$ cat src/verilog/platformer_pkg.sv
// platformer shared definitions
// screen coordinate, velocity and colour types, the pad command and
// player state structs, level geometry, palette and the fixed
// platform and coin tables
package platformer_pkg;

    //////////////////////////////
    // types
    //////////////////////////////
    typedef logic [9:0]        coord_t;
    // negative is upward
    typedef logic signed [6:0] vel_t;
    // 4 bits each of r, g, b
    typedef logic [11:0]       color_t;

    typedef enum logic {
        GROUNDED = 1'b0,
        AIRBORNE = 1'b1
    } motion_e;

    // step is the one-cycle physics tick
    typedef struct packed {
        logic left;
        logic right;
        logic jump;
        logic step;
    } pad_cmd_t;

    // x, y is the top-left corner of the box
    typedef struct packed {
        coord_t  x;
        coord_t  y;
        vel_t    v;
        motion_e mode;
    } player_t;

    //////////////////////////////
    // geometry
    //////////////////////////////
    localparam coord_t CHAR_W        = 10'd32;
    localparam coord_t CHAR_H        = 10'd32;
    localparam coord_t TILE_H        = 10'd24;
    localparam coord_t COIN_SIZE     = 10'd16;
    localparam coord_t GROUND_Y      = 10'd460;
    localparam coord_t GROUND_BOTTOM = 10'd516;
    localparam coord_t SCREEN_LEFT   = 10'd143;
    localparam coord_t SCREEN_RIGHT  = 10'd734;
    localparam coord_t START_X       = 10'd300;
    // feet may sink this far below a platform top and still stand
    localparam coord_t STAND_TOL     = 10'd10;

    // jump launch speed and gravity per update
    localparam vel_t V_INIT = 7'sd15;
    localparam vel_t G      = 7'sd1;

    //////////////////////////////
    // level tables
    //////////////////////////////
    localparam int NUM_PLATFORMS = 4;
    localparam int NUM_COINS     = 4;

    localparam coord_t PLAT_X0 [NUM_PLATFORMS] = '{10'd500, 10'd250, 10'd600, 10'd378};
    localparam coord_t PLAT_X1 [NUM_PLATFORMS] = '{10'd540, 10'd280, 10'd640, 10'd450};
    localparam coord_t PLAT_Y  [NUM_PLATFORMS] = '{10'd400, 10'd500, 10'd400, 10'd350};

    localparam coord_t COIN_X [NUM_COINS] = '{10'd400, 10'd250, 10'd600, 10'd378};
    localparam coord_t COIN_Y [NUM_COINS] = '{10'd444, 10'd500, 10'd384, 10'd334};

    //////////////////////////////
    // palette
    //////////////////////////////
    localparam color_t BLACK        = 12'h000;
    localparam color_t SKY          = 12'h7AF;
    localparam color_t PLAYER_RGB   = 12'hF00;
    localparam color_t GROUND_RGB   = 12'h840;
    localparam color_t PLATFORM_RGB = 12'h0F0;
    localparam color_t COIN_RGB     = 12'hFF0;

endpackage

$ cat src/verilog/pad_decode.sv
`timescale 1ns/1ps
// pad decode
// brings the three buttons into the clock domain through two flops
// and divides the clock down to the one-cycle physics step tick.
// left wins over right so the command never asks for both
module pad_decode import platformer_pkg::*; #(
    parameter int STEP_DIV = 500000
) (
    input  logic     clk,
    input  logic     rst,
    input  logic     btn_left,
    input  logic     btn_right,
    input  logic     btn_jump,
    output pad_cmd_t cmd
);

    localparam int CNT_W = $clog2(STEP_DIV + 1);

    // bit 2 left, bit 1 right, bit 0 jump
    logic [2:0]       btn_meta;
    logic [2:0]       btn_sync;
    logic [CNT_W-1:0] step_cnt;
    logic             step_q;

    // two-flop synchroniser
    always_ff @(posedge clk or posedge rst) begin
        if (rst) begin
            btn_meta <= '0;
            btn_sync <= '0;
        end else begin
            btn_meta <= {btn_left, btn_right, btn_jump};
            btn_sync <= btn_meta;
        end
    end

    // step divider, first tick STEP_DIV clocks out of reset
    always_ff @(posedge clk or posedge rst) begin
        if (rst) begin
            step_cnt <= '0;
            step_q   <= 1'b0;
        end else if (step_cnt == CNT_W'(STEP_DIV - 1)) begin
            step_cnt <= '0;
            step_q   <= 1'b1;
        end else begin
            step_cnt <= step_cnt + 1'b1;
            step_q   <= 1'b0;
        end
    end

    // right masked whenever left is held
    assign cmd = '{left:  btn_sync[2],
                   right: btn_sync[1] & ~btn_sync[2],
                   jump:  btn_sync[0],
                   step:  step_q};

endmodule

$ cat src/verilog/motion_execute.sv
`timescale 1ns/1ps
// motion execute
// player FSM, one update per step tick. walks left/right with
// edge and platform blocking, launches jumps, applies gravity every
// GRAV_DIV-th tick while airborne, bumps heads on platform
// undersides and lands on the ground or a platform top
module motion_execute import platformer_pkg::*; #(
    parameter int GRAV_DIV = 2
) (
    input  logic     clk,
    input  logic     rst,
    input  pad_cmd_t cmd,
    output player_t  player
);

    localparam int PH_W = (GRAV_DIV > 1) ? $clog2(GRAV_DIV) : 1;

    player_t         p_q;
    logic [PH_W-1:0] grav_phase;
    coord_t          nx;
    coord_t          feet;
    coord_t          y_fall;
    coord_t          sup_top;
    logic            sup_hit;
    logic            head_hit;

    //////////////////////////////
    // platform tests
    //////////////////////////////

    // either box edge strictly inside the span of platform i
    function automatic logic span_hit(input coord_t x, input int i);
        return ((x + CHAR_W > PLAT_X0[i]) && (x + CHAR_W < PLAT_X1[i])) ||
               ((x > PLAT_X0[i]) && (x < PLAT_X1[i]));
    endfunction

    // box at (x, y) would sit inside some platform
    function automatic logic blocked(input coord_t x, input coord_t y);
        logic hit;
        hit = 1'b0;
        for (int i = 0; i < NUM_PLATFORMS; i++) begin
            if (span_hit(x, i) && (y + CHAR_H > PLAT_Y[i]) && (y < PLAT_Y[i] + TILE_H))
                hit = 1'b1;
        end
        return hit;
    endfunction

    // horizontal move comes first
    always_comb begin
        nx = p_q.x;
        if (cmd.left && (p_q.x > SCREEN_LEFT) && !blocked(p_q.x - 10'd1, p_q.y))
            nx = p_q.x - 10'd1;
        else if (cmd.right && (p_q.x + CHAR_W < SCREEN_RIGHT) &&
                 !blocked(p_q.x + 10'd1, p_q.y))
            nx = p_q.x + 10'd1;
    end

    assign feet   = p_q.y + CHAR_H;
    // sign-extend v before the add
    assign y_fall = p_q.y + {{3{p_q.v[6]}}, p_q.v};

    // support and head contact, taken at the post-move x
    always_comb begin
        sup_hit  = 1'b0;
        sup_top  = GROUND_Y;
        head_hit = 1'b0;
        // ground has first claim
        if (feet >= GROUND_Y)
            sup_hit = 1'b1;
        for (int i = 0; i < NUM_PLATFORMS; i++) begin
            if (span_hit(nx, i)) begin
                if (!sup_hit && (feet >= PLAT_Y[i]) && (feet <= PLAT_Y[i] + STAND_TOL)) begin
                    sup_hit = 1'b1;
                    sup_top = PLAT_Y[i];
                end
                if ((p_q.y <= PLAT_Y[i] + TILE_H) && (p_q.y > PLAT_Y[i]))
                    head_hit = 1'b1;
            end
        end
    end

    //////////////////////////////
    // state update
    //////////////////////////////
    always_ff @(posedge clk or posedge rst) begin
        if (rst) begin
            p_q        <= '{x: START_X, y: GROUND_Y - CHAR_H, v: '0, mode: GROUNDED};
            grav_phase <= '0;
        end else if (cmd.step) begin
            p_q.x <= nx;
            case (p_q.mode)
                GROUNDED: begin
                    grav_phase <= '0;
                    if (cmd.jump) begin
                        p_q.v    <= -V_INIT;
                        p_q.mode <= AIRBORNE;
                    end else if (!sup_hit) begin
                        // walked off an edge, start a slow fall
                        p_q.v    <= 7'sd1;
                        p_q.mode <= AIRBORNE;
                    end
                end
                AIRBORNE: begin
                    if (grav_phase == PH_W'(GRAV_DIV - 1)) begin
                        grav_phase <= '0;
                        if ((p_q.v < 0) && head_hit) begin
                            // head bump, stall the rise
                            p_q.v <= '0;
                        end else if ((p_q.v > 0) && sup_hit) begin
                            // land, snap feet onto the support
                            p_q.y    <= sup_top - CHAR_H;
                            p_q.v    <= '0;
                            p_q.mode <= GROUNDED;
                        end else begin
                            p_q.y <= y_fall;
                            p_q.v <= p_q.v + G;
                        end
                    end else begin
                        grav_phase <= grav_phase + 1'b1;
                    end
                end
            endcase
        end
    end

    assign player = p_q;

endmodule

$ cat src/verilog/coin_tracker.sv
`timescale 1ns/1ps
// coin tracker
// one sticky collected bit per coin, set once the player box
// strictly overlaps that coin's square. cleared only by reset
module coin_tracker import platformer_pkg::*; (
    input  logic                 clk,
    input  logic                 rst,
    input  player_t              player,
    output logic [NUM_COINS-1:0] coins
);

    logic [NUM_COINS-1:0] touch;

    // box against each coin square, strict on all four sides
    always_comb begin
        for (int i = 0; i < NUM_COINS; i++) begin
            touch[i] = (player.x + CHAR_W > COIN_X[i]) &&
                       (player.x < COIN_X[i] + COIN_SIZE) &&
                       (player.y + CHAR_H > COIN_Y[i]) &&
                       (player.y < COIN_Y[i] + COIN_SIZE);
        end
    end

    // bits only ever get set
    always_ff @(posedge clk or posedge rst) begin
        if (rst)
            coins <= '0;
        else
            coins <= coins | touch;
    end

endmodule

$ cat src/verilog/scene_render.sv
`timescale 1ns/1ps
// scene render
// two-stage pixel pipeline. stage one classifies the scan position
// against the player box, ground strip, platforms and live coins.
// stage two resolves the colour by priority into rgb
module scene_render import platformer_pkg::*; (
    input  logic                 clk,
    input  logic                 rst,
    input  coord_t               hcount,
    input  coord_t               vcount,
    input  logic                 bright,
    input  player_t              player,
    input  logic [NUM_COINS-1:0] coins,
    output color_t               rgb
);

    // what the current pixel lands on
    typedef struct packed {
        logic bright;
        logic player_px;
        logic ground_px;
        logic plat_px;
        logic coin_px;
    } pix_hit_t;

    pix_hit_t hit_d;
    pix_hit_t hit_q;
    color_t   pix_rgb;

    //////////////////////////////
    // stage one, classify
    //////////////////////////////
    always_comb begin
        hit_d.bright    = bright;
        hit_d.player_px = (hcount >= player.x) && (hcount < player.x + CHAR_W) &&
                          (vcount >= player.y) && (vcount < player.y + CHAR_H);
        hit_d.ground_px = (vcount >= GROUND_Y) && (vcount <= GROUND_BOTTOM);
        hit_d.plat_px   = 1'b0;
        for (int i = 0; i < NUM_PLATFORMS; i++) begin
            if ((hcount >= PLAT_X0[i]) && (hcount < PLAT_X1[i]) &&
                (vcount >= PLAT_Y[i]) && (vcount < PLAT_Y[i] + TILE_H))
                hit_d.plat_px = 1'b1;
        end
        // collected coins drop out of the scene
        hit_d.coin_px = 1'b0;
        for (int i = 0; i < NUM_COINS; i++) begin
            if (!coins[i] &&
                (hcount >= COIN_X[i]) && (hcount < COIN_X[i] + COIN_SIZE) &&
                (vcount >= COIN_Y[i]) && (vcount < COIN_Y[i] + COIN_SIZE))
                hit_d.coin_px = 1'b1;
        end
    end

    always_ff @(posedge clk or posedge rst) begin
        if (rst)
            hit_q <= '0;
        else
            hit_q <= hit_d;
    end

    //////////////////////////////
    // stage two, colour priority
    //////////////////////////////
    always_comb begin
        if (!hit_q.bright)
            pix_rgb = BLACK;
        else if (hit_q.player_px)
            pix_rgb = PLAYER_RGB;
        else if (hit_q.ground_px)
            pix_rgb = GROUND_RGB;
        else if (hit_q.plat_px)
            pix_rgb = PLATFORM_RGB;
        else if (hit_q.coin_px)
            pix_rgb = COIN_RGB;
        else
            pix_rgb = SKY;
    end

    always_ff @(posedge clk or posedge rst) begin
        if (rst)
            rgb <= BLACK;
        else
            rgb <= pix_rgb;
    end

endmodule

$ cat src/verilog/platformer_top.sv
`timescale 1ns/1ps
// platformer top
// pad decode feeds motion execute, whose player state drives the
// coin tracker and the pixel renderer
module platformer_top import platformer_pkg::*; #(
    parameter int STEP_DIV = 500000,
    parameter int GRAV_DIV = 2
) (
    input  logic                 clk,
    input  logic                 rst,
    input  logic                 btn_left,
    input  logic                 btn_right,
    input  logic                 btn_jump,
    input  logic                 bright,
    input  coord_t               hcount,
    input  coord_t               vcount,
    output color_t               rgb,
    output logic [NUM_COINS-1:0] coins
);

    pad_cmd_t cmd;
    player_t  player;

    // decode
    pad_decode #(
        .STEP_DIV (STEP_DIV)
    ) u_pad_decode (
        .clk       (clk),
        .rst       (rst),
        .btn_left  (btn_left),
        .btn_right (btn_right),
        .btn_jump  (btn_jump),
        .cmd       (cmd)
    );

    // execute
    motion_execute #(
        .GRAV_DIV (GRAV_DIV)
    ) u_motion_execute (
        .clk    (clk),
        .rst    (rst),
        .cmd    (cmd),
        .player (player)
    );

    coin_tracker u_coin_tracker (
        .clk    (clk),
        .rst    (rst),
        .player (player),
        .coins  (coins)
    );

    // result, one pixel per clock
    scene_render u_scene_render (
        .clk    (clk),
        .rst    (rst),
        .hcount (hcount),
        .vcount (vcount),
        .bright (bright),
        .player (player),
        .coins  (coins),
        .rgb    (rgb)
    );

endmodule

$ cat config.mk
export PLATFORM = sky130hd
export DESIGN_NAME = platformer_top
export DESIGN_NICKNAME = d
export VERILOG_FILES = /design/src/verilog/platformer_pkg.sv /design/src/verilog/pad_decode.sv /design/src/verilog/motion_execute.sv /design/src/verilog/coin_tracker.sv /design/src/verilog/scene_render.sv /design/src/verilog/platformer_top.sv
export SDC_FILE = /design/constraint.sdc
export NUM_CORES = 1
export LEC_CHECK = 0
export BUFFER_PORTS_ARGS = -buffer_cell sky130_fd_sc_hd__buf_2
export CAP_MARGIN = 20
export CORE_AREA = 10 10 103 174
export CTS_CLUSTER_SIZE = 16
export DETAILED_ROUTE_END_ITERATION = 12
export DIE_AREA = 0 0 113 184
export PLACE_DENSITY = 0.78
export SYNTH_ARGS = -nofsm -noshare
export SYNTH_HDL_FRONTEND = slang
export SYNTH_SLANG_ARGS = --single-unit
$ cat constraint.sdc
create_clock -name clk -period 7.5 [get_ports clk]
set_input_delay 1.5 -clock clk [delete_from_list [all_inputs] [get_ports clk]]
set_output_delay 1.5 -clock clk [all_outputs]
set_load 0.01 [all_outputs]
==> impl_metrics.py <==
metrics = {
    "power": {
        "power_frac_clock": 0.514,
        "power_frac_seq": 0.412,
        "internal-power_mw": 0.7035,
        "p_per_area_nw_per_um2": 99.93,
        "power.leakage_nw": 3.794,
        "worst_ir_drop_vdd_mv": 0.1280,
        "p_sw_frac": 0.2447,
        "switchingPower_mw": 0.2279,
        "combPwrFrac": 0.074,
    },
    "setup_path": {
        "crit_arrival_ns": 7.36,
        "crit_slowest_cell": "dfstp_2",
        "critPathMaxFanout": 18,
        "worstPathCellList": "ha_1 -> nand3_1 -> o21ai_0 -> a32oi_2 -> or4_1 -> a211oi_1 -> o2bb2ai_1 -> nor4b_4 -> buf_12 -> a221o_1 -> nand3_1 -> ha_1 -> or3b_2 -> a2111oi_0 -> a221oi_2 -> or4_1 -> a31oi_1 -> nor4_1 -> a211oi_1 -> o221ai_1",
        "max_stage_delay_ns": 0.78,
        "end_kind": "flop",
        "crit_path_start_kind": "flop",
        "critPathKind": "reg2reg",
        "crit_required_ns": 7.70,
        "worst-path-buf-inv": 1,
        "cp_top_family": "compound AO/OA/AOI/OAI gates",
    },
    "grt": {
        "overflow": 0,
        "grt_usage": 0.2741,
        "grt_pass1_wl_mm": 46.82,
        "first_global_vias": 9036,
        "grt_start_max_net_pins": 71,
        "antenna_found_initial": 0,
    },
    "routing": {
        "drt-pass1-iter-count": 6,
        "vias": 9219,
        "drt_iter0_markers": 837,
        "routed_wl_mm": 29.18,
        "viasPerCell": 6.952,
        "post_drt_wl_per_cell_um": 22.00,
        "route.detailed.drc": 0,
        "postRouteAntennaNets": 0,
    },
    "finish": {
        "fin_util": 0.6282,
        "drive_above_1_share": 0.1295,
        "area_growth_pct": 8.727,
        "nets": 1229,
        "diodes": 0,
        "final_cell_mix": "nor2_1 (91), nand2_1 (91), nand3_1 (68), a21oi_1 (68), ha_1 (64)",
    },
    "flow_run": {
        "drv_cap": 0,
    },
    "floorplan": {
        "die_h_um": 184,
        "io_pins": 42,
        "core_um2": 14840,
        "fp.dieW_um": 113,
        "rows": 59,
        "die-area_um2": 20790,
        "start_util": 0.5778,
    },
    "yosys": {
        "synth_area_per_cell_um2": 7.675,
        "synth-seq-area-share": 0.2056,
        "netlist-cell-type-count": 99,
        "synthFlopType": "dfrtp_1",
        "ys_warn_count": 0,
        "ys_ff_latch": 70,
        "syn_inst": 1117,
        "syn_area_um2": 8573,
        "synth-edff-count": 0,
        "syn-num-nets": 1208,
        "async_flop_share": 1.000,
    },
    "clock_tree": {
        "clock-sinks": 70,
        "insertion_delay_ns": 0.35,
        "cts.clk_slew.worst_paths_ns": 0.06,
        "ctsLongestPathBuffers": 2,
        "cts-root-buf": "clkbuf_16",
        "htree_levels": 3,
        "cts-buffers-inserted": 9,
        "cts_tree": "built",
    },
    "sta": {
        "max_freq_ghz": 0.1397,
        "maxSlewHeadroom": 0.3856,
        "post-route-min-period_ns": 7.158,
        "final-hold-violation-count": 0,
        "tightest_slew_ns": 0.9216,
        "final-max-slew-violation-count": 0,
        "post-route-period-util": 0.9543,
        "fin_setup_tns_ns": 0,
        "finalHoldWorstSlack_ns": 0.3453,
        "setup_violations": 0,
        "rsz0062_at_grt": "no",
        "skew_ns": 0.008407,
    },
    "run_status": {
        "status": "finished, final reports clean",
    },
    "min_path": {
        "hp-class": "reg2reg",
    },
    "place": {
        "gp_congestion": 1.093,
        "port_buffers": 41,
        "place.detailed.hpwl_mm": 22.00,
    },
}
==> worst reg2reg max path, stage by stage (launching register included) <==
cell and delay, ns:
dfstp_2 0.78, ha_1 0.37, nand3_1 0.24, o21ai_0 0.72
a32oi_2 0.30, or4_1 0.56, a211oi_1 0.29, o2bb2ai_1 0.27
nor4b_4 0.14, buf_12 0.16, a221o_1 0.33, nand3_1 0.12
ha_1 0.18, or3b_2 0.45, a2111oi_0 0.53, a221oi_2 0.10
or4_1 0.53, a31oi_1 0.30, nor4_1 0.12, a211oi_1 0.33
o221ai_1 0.18
==> path summary, 6_finish.rpt <==
kind                                                    startpoint                                       to  slack [ns]  cells after the start
setup reg to reg           u_motion_execute.player[23]$_DFFE_PP1P_   u_motion_execute.player[6]$_DFFE_PP0P_        0.34                     20
max in group asynchronous                                      rst  u_motion_execute.player[25]$_DFFE_PP0P_        5.46                      3
hold / removal                  u_pad_decode.btn_meta[1]$_DFF_PP0_       u_pad_decode.btn_sync[1]$_DFF_PP0_        0.35                      0
hold reg to reg                 u_pad_decode.btn_meta[1]$_DFF_PP0_       u_pad_decode.btn_sync[1]$_DFF_PP0_        0.35                      0
setup / recovery           u_motion_execute.player[23]$_DFFE_PP1P_   u_motion_execute.player[6]$_DFFE_PP0P_        0.34                     20
min in group asynchronous                                      rst        u_scene_render.hit_q[1]$_DFF_PP0_        1.42                      3
==> synth_stat cells, types with 6 or more instances <==
library cell | n | area (µm²)
inv_1 | 46 | 172.7
dfstp_2 | 9 | 236.5
o211ai_1 | 14 | 105.1
a221o_1 | 6 | 60.06
nand3_1 | 68 | 340.3
mux2i_1 | 9 | 90.09
a31oi_1 | 16 | 100.1
nand2b_1 | 20 | 125.1
o22ai_1 | 7 | 43.79
and2_1 | 10 | 62.56
nor2_1 | 91 | 341.6
or2_2 | 10 | 62.56
nand2_1 | 91 | 341.6
o21ai_0 | 62 | 310.3
buf_1 | 6 | 22.52
xor2_1 | 11 | 96.34
a211oi_1 | 14 | 105.1
xnor2_1 | 51 | 446.7
nand4_1 | 26 | 162.7
a21o_1 | 16 | 120.1
o21a_1 | 8 | 60.06
nor3_1 | 31 | 155.2
or4_1 | 10 | 75.07
nor4_1 | 16 | 100.1
or3_1 | 12 | 75.07
clkbuf_1 | 40 | 150.1
nor2b_1 | 24 | 150.1
buf_4 | 7 | 52.55
a21oi_1 | 68 | 340.3
and3_1 | 12 | 75.07
ha_1 | 64 | 800.8
o31a_1 | 7 | 61.31
o31ai_1 | 12 | 90.09
dfrtp_1 | 61 | 1526
o21bai_1 | 6 | 45.04
a221oi_1 | 6 | 52.55
buf_2 | 12 | 60.06
==> through the flow <==
step | worst slack [ns] | instances | power, mW | instance area (µm²)
after floorplan | 0.08335 | 1117 | 0.4324 | 8573
after global placement | 0.4493 | 1304 | 0.4566 | 8914
after detailed placement | 0.2362 | 1304 | 0.4581 | 8914
after CTS | 0.1898 | 1320 | 0.9373 | 9241
after global routing | 0.008094 | 1326 | 0.9598 | 9321
final | 0.3424 | 1326 | 0.9314 | 9321
==> power by group through the flow <==
stage / sequential, mW / combinational (mW) / clock, mW
CTS: 0.384 / 0.0675 / 0.486
global placement: 0.391 / 0.0659 / 0
floorplan: 0.391 / 0.0409 / 0
global route: 0.384 / 0.0775 / 0.498
finish: 0.384 / 0.0690 / 0.478
detailed placement: 0.391 / 0.0672 / 0
==> final cells by class <==
type	instances	area [µm²]
Clock buffer	9	225.2
Clock inverter	7	102.6
Fill cell	1352	5517
Inverter	51	191.4
Multi-Input combinational cell	926	6300
Sequential cell	70	1763
Tap cell	183	229.0
Timing Repair Buffer	80	510.5
==> flip-flops by register name, summed over array words and instances (netlist names) <==
signal	flops
u_pad_decode.step_q	1
u_motion_execute.player	28
u_pad_decode.btn_sync	3
u_pad_decode.step_cnt	19
u_coin_tracker.coins	4
u_scene_render.rgb	6
u_pad_decode.btn_meta	3
u_scene_render.hit_q	5
u_motion_execute.grav_phase	1
==> per-layer routing <==
metal / vias to the layer above / share of wire / global-route usage / wire (µm)
met1: 4306 / 0.33 / 0.2734 / 9679
met2: 488 / 0.50 / 0.4847 / 14620
li1: 4241 / - / - / -
met4: 0 / 0.095 / 0.2309 / 2777
met5: - / 0 / 0 / 0
met3: 184 / 0.072 / 0.04183 / 2101
==> kinds of logic after synthesis <==
logic type / Yosys count / synth area share
simple gates: 456 / 0.2814
compound gates: 329 / 0.2742
buf+inv: 121 / 0.06217
flops: 70 / 0.2056
fa+ha+maj: 65 / 0.09574
xor+xnor: 63 / 0.06597
mux: 12 / 0.01445
other cells: 1 / 0.0004374
==> timing repair <==
item | in CTS | in global routing
buffers inserted | 0 | 6
setup endpoints to repair | 0 | 17
gates resized for setup | 0 | 5
hold buffers | 0 | 0
(Power assumes the default switching activity.)
